==> config.mk <==
export PLATFORM = sky130hd
export DESIGN_NAME = stackUnit
export DESIGN_NICKNAME = d
export VERILOG_FILES = /design/src/logic/stackPkg.sv /design/src/logic/stackIfc.sv /design/src/logic/faultMonitor.sv /design/src/logic/frameTracker.sv /design/src/logic/stackUnit.sv /design/src/logic/superStack.sv
export SDC_FILE = /design/constraint.sdc
export NUM_CORES = 1
export LEC_CHECK = 0
export BUFFER_PORTS_ARGS = -buffer_cell sky130_fd_sc_hd__buf_2
export CAP_MARGIN = 20
export CORE_MARGIN = 2
export CORE_UTILIZATION = 38
export CTS_CLUSTER_SIZE = 10
export DETAILED_ROUTE_END_ITERATION = 8
export PLACE_DENSITY = 0.57
export SLEW_MARGIN = 20
export SYNTH_ARGS = -nofsm -noshare
export SYNTH_HDL_FRONTEND = slang
export SYNTH_SLANG_ARGS = --single-unit
==> constraint.sdc <==
create_clock -name clk -period 11.52 [get_ports clk]
set_input_delay 0.576 -clock clk [delete_from_list [all_inputs] [get_ports clk]]
set_output_delay 0.576 -clock clk [all_outputs]
set_load 0.005 [all_outputs]
==> src/logic/stackPkg.sv <==
////////////////////////////////////////////////////////////
// Shared sizes, types and encodings of the operand stack
// subsystem. Modules pull these in with a wildcard import
// in their header.
////////////////////////////////////////////////////////////
`default_nettype none

package stackPkg;

  localparam int dataWidth      = 8;
  localparam int depthBits      = 4;
  localparam int maxStack       = (1 << (depthBits + 1)) - 1;  // Also the full index value
  localparam int frameSlots     = 4;                           // Saved call frames
  localparam int slotBits       = $clog2(frameSlots) + 1;      // Slot count 0..frameSlots
  localparam int faultCountBits = 8;
  localparam int faultCountMax  = (1 << faultCountBits) - 1;

  typedef logic [depthBits:0]   stackIdx_t;   // Index, limit or offset
  typedef logic [dataWidth-1:0] stackWord_t;

  // Three-bit opcodes of the stack operations
  typedef enum logic [2:0] {
    opNone, opPush, opPop, opReplace,
    opIndexReset, opIndexPush, opUnderGet, opUnderSet
  } stackOp_t;

  typedef enum logic [1:0] {
    frameNone, frameEnter, frameLeave
  } frameOp_t;

  typedef enum logic [2:0] {
    stNone, stEmpty, stFull, stUnderflow,
    stOverflow, stBadIndex, stBadOffset
  } stackStatus_t;

endpackage

`default_nettype wire

==> src/logic/stackIfc.sv <==
////////////////////////////////////////////////////////////
// Internal buses of the operand stack subsystem.
// stackCtrlIf carries one command per cycle into the stack,
// stackViewIf carries the stack's result view back out.
////////////////////////////////////////////////////////////
`timescale 1ns/1ps
`default_nettype none

interface stackCtrlIf import stackPkg::*; ();

  stackOp_t   op;              // opNone when idle
  stackWord_t data;
  stackIdx_t  offset;          // Index target or offset below frame
  stackIdx_t  underflowLimit;  // Bottom of the current frame
  stackIdx_t  baseLimit;       // Bottom of the caller's frame

  modport producer (
    output op, data, offset, underflowLimit, baseLimit
  );

  modport stack (
    input op, data, offset, underflowLimit, baseLimit
  );

endinterface

interface stackViewIf import stackPkg::*; ();

  stackIdx_t    index;
  stackWord_t   top;
  stackWord_t   next;
  stackWord_t   third;
  stackStatus_t status;

  modport stack (
    output index, top, next, third, status
  );

  // Frame opening only needs the current depth
  modport tracker (
    input index
  );

  modport monitor (
    input index, top, next, third, status
  );

endinterface

`default_nettype wire

==> src/logic/faultMonitor.sv <==
////////////////////////////////////////////////////////////
// Output stage of the operand stack. Registers the result
// view to the outputs, latches the first fault status and
// counts faults, saturating at the counter's maximum.
////////////////////////////////////////////////////////////
`timescale 1ns/1ps
`default_nettype none

module faultMonitor import stackPkg::*; (
  input  logic                      clk,
  input  logic                      reset,
  stackViewIf.monitor               view,
  output stackIdx_t                 index,
  output stackWord_t                top,
  output stackWord_t                next,
  output stackWord_t                third,
  output stackStatus_t              status,
  output logic                      faultSeen,
  output stackStatus_t              firstFault,
  output logic [faultCountBits-1:0] faultCount
);

  logic isFault;

  // Underflow is only a fault when the op was refused, so the index held
  assign isFault = (view.status == stOverflow) || (view.status == stBadIndex) ||
                   (view.status == stBadOffset) ||
                   ((view.status == stUnderflow) && (view.index == index));

  always_ff @(posedge clk) begin
    if (reset) begin
      index      <= '0;
      status     <= stEmpty;
      faultSeen  <= 1'b0;
      firstFault <= stNone;
      faultCount <= '0;
    end else begin
      index  <= view.index;
      status <= view.status;
      if (isFault && !faultSeen) begin
        faultSeen  <= 1'b1;
        firstFault <= view.status;
      end
      if (isFault && (faultCount != faultCountMax))
        faultCount <= faultCount + 1'b1;
    end
  end

  always_ff @(posedge clk) begin
    top   <= view.top;
    next  <= view.next;
    third <= view.third;
  end

endmodule

`default_nettype wire

==> src/logic/frameTracker.sv <==
////////////////////////////////////////////////////////////
// Command front end of the operand stack. Registers each
// external command onto the stack bus and keeps the saved
// call frames that set the underflow and base limits.
// A frame command applies from the following command on.
////////////////////////////////////////////////////////////
`timescale 1ns/1ps
`default_nettype none

module frameTracker import stackPkg::*; (
  input  logic         clk,
  input  logic         reset,
  input  stackOp_t     op,
  input  frameOp_t     frameOp,
  input  stackWord_t   data,
  input  stackIdx_t    offset,
  stackCtrlIf.producer ctrl,
  stackViewIf.tracker  view
);

  frameOp_t            frameReq;     // Frame command beside the op on ctrl
  stackIdx_t           frameArg;
  frameOp_t            frameAct;     // Frame command being applied
  stackIdx_t           actArg;
  stackIdx_t           underReg;
  stackIdx_t           baseReg;
  stackIdx_t           savedUnder [frameSlots];
  stackIdx_t           savedBase [frameSlots];
  logic [slotBits-1:0] slotCount;
  logic [slotBits-1:0] slotBelow;
  logic                enterGo;
  logic                leaveGo;
  stackIdx_t           newUnder;
  stackIdx_t           newBase;

  // Full or empty slot array turns the frame command into a no-op
  assign enterGo   = (frameAct == frameEnter) && (slotCount < frameSlots);
  assign leaveGo   = (frameAct == frameLeave) && (slotCount != '0);
  assign slotBelow = slotCount - 1'b1;

  // The op that came with the frame command has already executed, so
  // view.index here is the depth the new frame opens at
  always_comb begin
    newUnder = underReg;
    newBase  = baseReg;
    if (enterGo) begin
      newUnder = view.index - actArg;  // Arguments join the new frame
      newBase  = underReg;
    end else if (leaveGo) begin
      newUnder = savedUnder[slotBelow[slotBits-2:0]];
      newBase  = savedBase[slotBelow[slotBits-2:0]];
    end
  end

  assign ctrl.underflowLimit = newUnder;
  assign ctrl.baseLimit      = newBase;

  always_ff @(posedge clk) begin
    if (reset) begin
      ctrl.op   <= opNone;
      frameReq  <= frameNone;
      frameAct  <= frameNone;
      underReg  <= '0;
      baseReg   <= '0;
      slotCount <= '0;
    end else begin
      ctrl.op  <= op;
      frameReq <= frameOp;
      frameAct <= frameReq;
      underReg <= newUnder;
      baseReg  <= newBase;
      if (enterGo)
        slotCount <= slotCount + 1'b1;
      else if (leaveGo)
        slotCount <= slotBelow;
    end
  end

  always_ff @(posedge clk) begin
    ctrl.data   <= data;
    ctrl.offset <= offset;
    frameArg    <= offset;
    actArg      <= frameArg;
    if (enterGo) begin
      savedUnder[slotCount[slotBits-2:0]] <= underReg;
      savedBase[slotCount[slotBits-2:0]]  <= baseReg;
    end
  end

  // Arguments of a new frame must already sit on the stack
  frameArgsFit: assert property (@(posedge clk) disable iff (reset)
    enterGo |-> (actArg <= view.index))
    else $error("Frame opened with %0d arguments at index %0d", actArg, view.index);

endmodule

`default_nettype wire

==> src/logic/stackUnit.sv <==
////////////////////////////////////////////////////////////
// Top level of the operand stack subsystem. Commands enter
// the frame tracker, run through the stack core and leave
// through the fault monitor, three edges from input to output.
////////////////////////////////////////////////////////////
`timescale 1ns/1ps
`default_nettype none

module stackUnit import stackPkg::*; (
  input  logic                      clk,
  input  logic                      reset,
  input  stackOp_t                  op,
  input  frameOp_t                  frameOp,
  input  stackWord_t                data,
  input  stackIdx_t                 offset,
  output stackIdx_t                 index,
  output stackWord_t                top,
  output stackWord_t                next,
  output stackWord_t                third,
  output stackStatus_t              status,
  output logic                      faultSeen,
  output stackStatus_t              firstFault,
  output logic [faultCountBits-1:0] faultCount
);

  stackCtrlIf ctrlBus ();
  stackViewIf viewBus ();

  frameTracker trackerInst (
    .clk     (clk),
    .reset   (reset),
    .op      (op),
    .frameOp (frameOp),
    .data    (data),
    .offset  (offset),
    .ctrl    (ctrlBus.producer),
    .view    (viewBus.tracker)
  );

  superStack stackInst (
    .clk   (clk),
    .reset (reset),
    .ctrl  (ctrlBus.stack),
    .view  (viewBus.stack)
  );

  faultMonitor monitorInst (
    .clk        (clk),
    .reset      (reset),
    .view       (viewBus.monitor),
    .index      (index),
    .top        (top),
    .next       (next),
    .third      (third),
    .status     (status),
    .faultSeen  (faultSeen),
    .firstFault (firstFault),
    .faultCount (faultCount)
  );

endmodule

`default_nettype wire

==> src/logic/superStack.sv <==
////////////////////////////////////////////////////////////
// Operand stack core. Executes one operation per cycle from
// the control bus and publishes the index, the top three
// words and a status code on the view bus one edge later.
////////////////////////////////////////////////////////////
`timescale 1ns/1ps
`default_nettype none

module superStack import stackPkg::*; (
  input  logic      clk,
  input  logic      reset,
  stackCtrlIf.stack ctrl,
  stackViewIf.stack view
);

  stackWord_t         stackMem [maxStack];
  stackIdx_t          nextIdx;
  stackIdx_t          wrAddr;
  stackWord_t         wrData;
  logic               wrEn;
  logic               opOk;
  logic               getHit;     // Top shows an entry below the frame
  stackStatus_t       errStatus;
  stackIdx_t          frameSpan;
  stackIdx_t          belowAddr;
  logic [dataWidth:0] popNeed;

  // Status from depth alone, used after every successful op
  function automatic stackStatus_t levelStatus(input stackIdx_t depth, input stackIdx_t limit);
    if (depth == maxStack)
      return stFull;
    else if (depth == limit)
      return stEmpty;
    else if (depth < limit)
      return stUnderflow;
    return stNone;
  endfunction

  // Word at a given depth below the new index, with the write of this cycle forwarded
  function automatic stackWord_t slotWord(input stackIdx_t depth);
    stackIdx_t addr;
    addr = nextIdx - depth;
    if (nextIdx < depth)
      return '0;  // Nothing there yet
    else if (wrEn && (wrAddr == addr))
      return wrData;
    return stackMem[addr];
  endfunction

  assign frameSpan = ctrl.underflowLimit - ctrl.baseLimit;
  assign belowAddr = ctrl.underflowLimit - 1'b1 - ctrl.offset;
  assign popNeed   = ctrl.data + 1'b1 + ctrl.underflowLimit;  // Lowest index a pop may start from

  always_comb begin
    opOk      = 1'b1;
    errStatus = stNone;
    nextIdx   = view.index;
    wrEn      = 1'b0;
    wrAddr    = view.index;
    wrData    = ctrl.data;
    getHit    = 1'b0;
    case (ctrl.op)
      opNone: ;
      opPush:
        if (view.index == maxStack) begin
          opOk      = 1'b0;
          errStatus = stOverflow;
        end else begin
          wrEn    = 1'b1;
          nextIdx = view.index + 1'b1;
        end
      opPop:
        if ((dataWidth+1)'(view.index) < popNeed) begin
          opOk      = 1'b0;  // Would drop into the caller's frame
          errStatus = stUnderflow;
        end else begin
          nextIdx = view.index - stackIdx_t'(ctrl.data) - 1'b1;
        end
      opReplace:
        if (view.index <= ctrl.underflowLimit) begin
          opOk      = 1'b0;
          errStatus = stUnderflow;
        end else begin
          wrEn   = 1'b1;
          wrAddr = view.index - 1'b1;
        end
      opIndexReset:
        if (view.index < ctrl.offset) begin
          opOk      = 1'b0;
          errStatus = stBadIndex;
        end else begin
          nextIdx = ctrl.offset;
        end
      opIndexPush:
        if (view.index < ctrl.offset) begin
          opOk      = 1'b0;
          errStatus = stBadIndex;
        end else if (ctrl.offset == maxStack) begin
          opOk      = 1'b0;
          errStatus = stOverflow;
        end else begin
          wrEn    = 1'b1;
          wrAddr  = ctrl.offset;
          nextIdx = ctrl.offset + 1'b1;
        end
      opUnderGet:
        if (frameSpan <= ctrl.offset) begin
          opOk      = 1'b0;
          errStatus = stBadOffset;
        end else begin
          getHit = 1'b1;
        end
      opUnderSet:
        if (frameSpan <= ctrl.offset) begin
          opOk      = 1'b0;
          errStatus = stBadOffset;
        end else begin
          wrEn   = 1'b1;
          wrAddr = belowAddr;
        end
      default: ;
    endcase
  end

  always_ff @(posedge clk) begin
    if (wrEn)
      stackMem[wrAddr] <= wrData;
  end

  always_ff @(posedge clk) begin
    if (reset) begin
      view.index  <= '0;
      view.status <= stEmpty;
    end else begin
      view.index <= nextIdx;
      if (!opOk)
        view.status <= errStatus;
      else if (ctrl.op == opUnderGet || ctrl.op == opUnderSet)
        view.status <= stNone;
      else
        view.status <= levelStatus(nextIdx, ctrl.underflowLimit);
    end
  end

  // A failed op leaves the window as it was
  always_ff @(posedge clk) begin
    if (opOk) begin
      view.top   <= getHit ? stackMem[belowAddr] : slotWord(stackIdx_t'(1));
      view.next  <= slotWord(stackIdx_t'(2));
      view.third <= slotWord(stackIdx_t'(3));
    end
  end

  // Writes stay inside the memory and the index grows by at most one entry per op
  indexBounded: assert property (@(posedge clk) disable iff (reset)
    (!wrEn || (wrAddr < maxStack)) && (nextIdx <= view.index + 1))
    else $error("Write at %0d or index step %0d -> %0d out of bounds",
                wrAddr, view.index, nextIdx);

  opKnown: assert property (@(posedge clk) disable iff (reset) !$isunknown(ctrl.op))
    else $error("Unknown stack op on control bus");

endmodule

`default_nettype wire

==> flow_summary.ini <==
[status]
outcome = finished clean

[yosys]
ys_ff_latch = 402
synth_area_sq_um = 24000
synth_seq_area_share_pct = 46.6
async_reset_ff_share_pct = 0
synth_most_common_cell = nand2_1
synth_edf_count = 312
synthTopCellsByCount = nand2_1, edfxtp_1, mux4_2
synth_top_area_share_pct = 39.1
yosys-top-cells-area = edfxtp_1, mux4_2, dfxtp_1
ys_warn_count = 0
syn_inst = 2148
synth_nets = 2231
syn_area_per_cell_sq_um = 11.2
ys_types = 80
synth_ff_type = edfxtp_1
synth_area_leader_cell = edfxtp_1

[pwr]
p_int_mw = 3.22
finalPower_mw = 5.04
power.leakage_nw = 9.74
irDropWorstVdd_mv = 0.133
power_frac_seq_pct = 34.9
p_comb_share_pct = 35.1
powerDensity_nw_per_um2 = 187
pwr-share-clk_pct = 30.0
switching_share_pct = 36.0
power_switching_mw = 1.82

[die]
die_width_um = 255
rows = 92
initial_core_util_pct = 38.2
die_area_sq_um = 65100
io_pins = 64
die_height_um = 255
core_area_sq_um = 62700

[timing]
final.setup.tns_ps = 0
drv_slew = 0
period_needed_ps = 9440
finalHoldViolCount = 0
hold_ws_ps = 73.1
finClkSkew_ps = 26.4
setup_viol = 0
grt_setup_unrepaired = no
post-route-period-util_pct = 82.0
relSlewSlack_pct = 20.5
max_freq_mhz = 106
tightestPinTransition_ps = 1180

[cts]
cts_tree = done
cts_resized = 0
clockBufferDepth = 3
cts_max_level = 2
ctsHoldBuffers = 0
cts_buffers = 50
clockRootBuffer = clkbuf_16
postCtsSetupRepairBufs = 0
insertion_delay_ps = 610
path_clk_slew_ps = 50
cts.sinks = 402

[global_routing]
overflow = 0
grt_pass1_wl_um = 126000
antenna_found_initial = 2
grt_max_degree = 114
gr-usage-all-layers_pct = 26.4
grt_pass1_vias = 18400

[final_layout]
antenna_cells = 0
n_fill_cell = 5836
regArea_sq_um = 11200
stdcell_count = 3049
postLayoutCoreUtil_pct = 42.8
multi_input_area_sq_um = 12100
final_layout_size_suffix_gt1_share_pct = 17.4
area_growth_pct = 12.1
fin_nets = 2245

[worst_setup_path]
ff2ff_setup_slack_ps = 2080
cp_num_buf_inv = 4
r2r-start = trackerInst.slotCount[0]$_SDFFE_PP0P_
cp.depth = 28
start_kind = register
crit_slowest_cell = dfxtp_1
setup.worst_path.start = trackerInst.slotCount[0]$_SDFFE_PP0P_
crit_arrival_ps = 9770
end_kind = register
endpoint = stackInst.view.top[7]$_DFFE_PN_
crit_top_cell = ha_1
path_class = register to register
crit_family = compound AO/OA/AOI/OAI gates
r2r_end = stackInst.view.top[7]$_DFFE_PN_
max_stage_delay_ps = 820
required_ps = 11850
worstPathMaxFanout = 62
reg2regPathDepth = 28

[detailed_routing]
antenna_left = 0
via_count = 19300
drt_iter0_drc = 2533
routed_wl_um = 86100
drc = 0
via_per_inst = 6.32
wl_per_cell_um = 28.2
dr.pass1.iters = 6

[flow_run]
max_cap_violations = 0

[placed_design]
dp.cells = 2956
port_buffers = 63
gp_congestion = 0.971
dp_hpwl_um = 58700

[hold_path]
min_path_cells = 1
hold_class = primary input to register
-- cell usage in the layout (no fill, tap or decap), drive strengths merged, types with 23 or more instances in the layout --
cell type / synthesis / final
o221ai: 24 / 24
ha: 58 / 58
edfxtp: 312 / 312
a211oi: 36 / 36
clkbuf: 86 / 86
a31oi: 36 / 36
xnor2: 43 / 43
mux4: 144 / 144
inv: 51 / 52
a311oi: 23 / 23
buf: 69 / 117
and3: 34 / 34
o211ai: 24 / 24
nand3: 48 / 48
o21ai: 63 / 63
nor2: 127 / 127
a21oi: 125 / 125
nand2: 390 / 390
mux2i: 102 / 102
dfxtp: 90 / 90
-- per-stage QoR --
stage,worst slack (ps),area [sq um]
floorplan,3300,24000
detailed placement,1860,25300
global placement,2030,25200
global route,1350,26900
CTS,1800,26800
finish,2080,26900
-- cell type report --
cell class / count / area share, %
Multi-Input combinational cell: 1540 / 45.1
Sequential cell: 402 / 41.6
Clock buffer: 86 / 5.61
Tap cell: 846 / 3.94
Timing Repair Buffer: 117 / 2.79
Inverter: 51 / 0.722
Clock inverter: 7 / 0.247
-- worst min-delay path by stage --
stage	start	end	slack, ps
6_report	data[5]	trackerInst.ctrl.data[5]$_DFF_P_	70
5_1_grt	offset[1]	trackerInst.ctrl.offset[1]$_DFF_P_	70
4_1_cts	data[5]	trackerInst.ctrl.data[5]$_DFF_P_	50
3_5_place_dp	stackInst.view.next[0]$_DFFE_PN_	monitorInst.next[0]$_DFF_P_	330
3_3_place_gp	stackInst.view.next[0]$_DFFE_PN_	monitorInst.next[0]$_DFF_P_	330
2_1_floorplan	stackInst.view.next[0]$_DFFE_PN_	monitorInst.next[0]$_DFF_P_	320
-- power by group through the flow --
stage               clock, mW  combinational, mW  sequential, mW
global placement            0               1.70            1.79
CTS                      1.54               1.72            1.76
finish                   1.51               1.77            1.76
floorplan                   0               1.11            1.75
detailed placement          0               1.71            1.79
global route             1.59               1.86            1.76
-- flip-flops by register name (all words and copies together), names as in the netlist, 8 cells and up --
signal	cells
monitorInst.third	8
monitorInst.faultCount	8
stackInst.view.next	8
trackerInst.ctrl.data	8
monitorInst.top	8
monitorInst.next	8
stackInst.stackMem	248
stackInst.view.third	8
trackerInst.savedBase	20
stackInst.view.top	8
trackerInst.savedUnder	20
-- kinds of logic after synthesis --
group | after synthesis | share of synthesized area, %
and+or+nand+nor | 705 | 12.8
adders and majority gates | 63 | 3.45
DFF | 402 | 46.6
AOI/OAI and AO/OA | 465 | 13.2
xor gates and xnor gates | 58 | 2.29
muxes | 249 | 18.0
buffers and inverters | 206 | 3.61
-- worst reg2reg max path: cells and delay by family (launching register included) --
kind | cells | cell delay, ps
buffers and inverters | 4 | 1380
adder cells (fa/ha/maj) | 4 | 1330
AND/OR/NAND/NOR | 6 | 1120
AO/OA/AOI/OAI | 12 | 3780
XOR/XNOR | 2 | 760
flip-flops | 1 | 820
-- layer usage --
| metal | vias to the layer above | global-route usage, % | part of all wire, % |
|---|---|---|---|
| li1 | 8256 | - | - |
| met1 | 9467 | 36.1 | 40 |
| met2 | 1317 | 39.5 | 43 |
| met3 | 223 | 6.16 | 12 |
| met4 | 0 | 12.7 | 5.2 |
| met5 | - | 0 | 0 |
No activity file was read; power rests on OpenSTA's default activity.
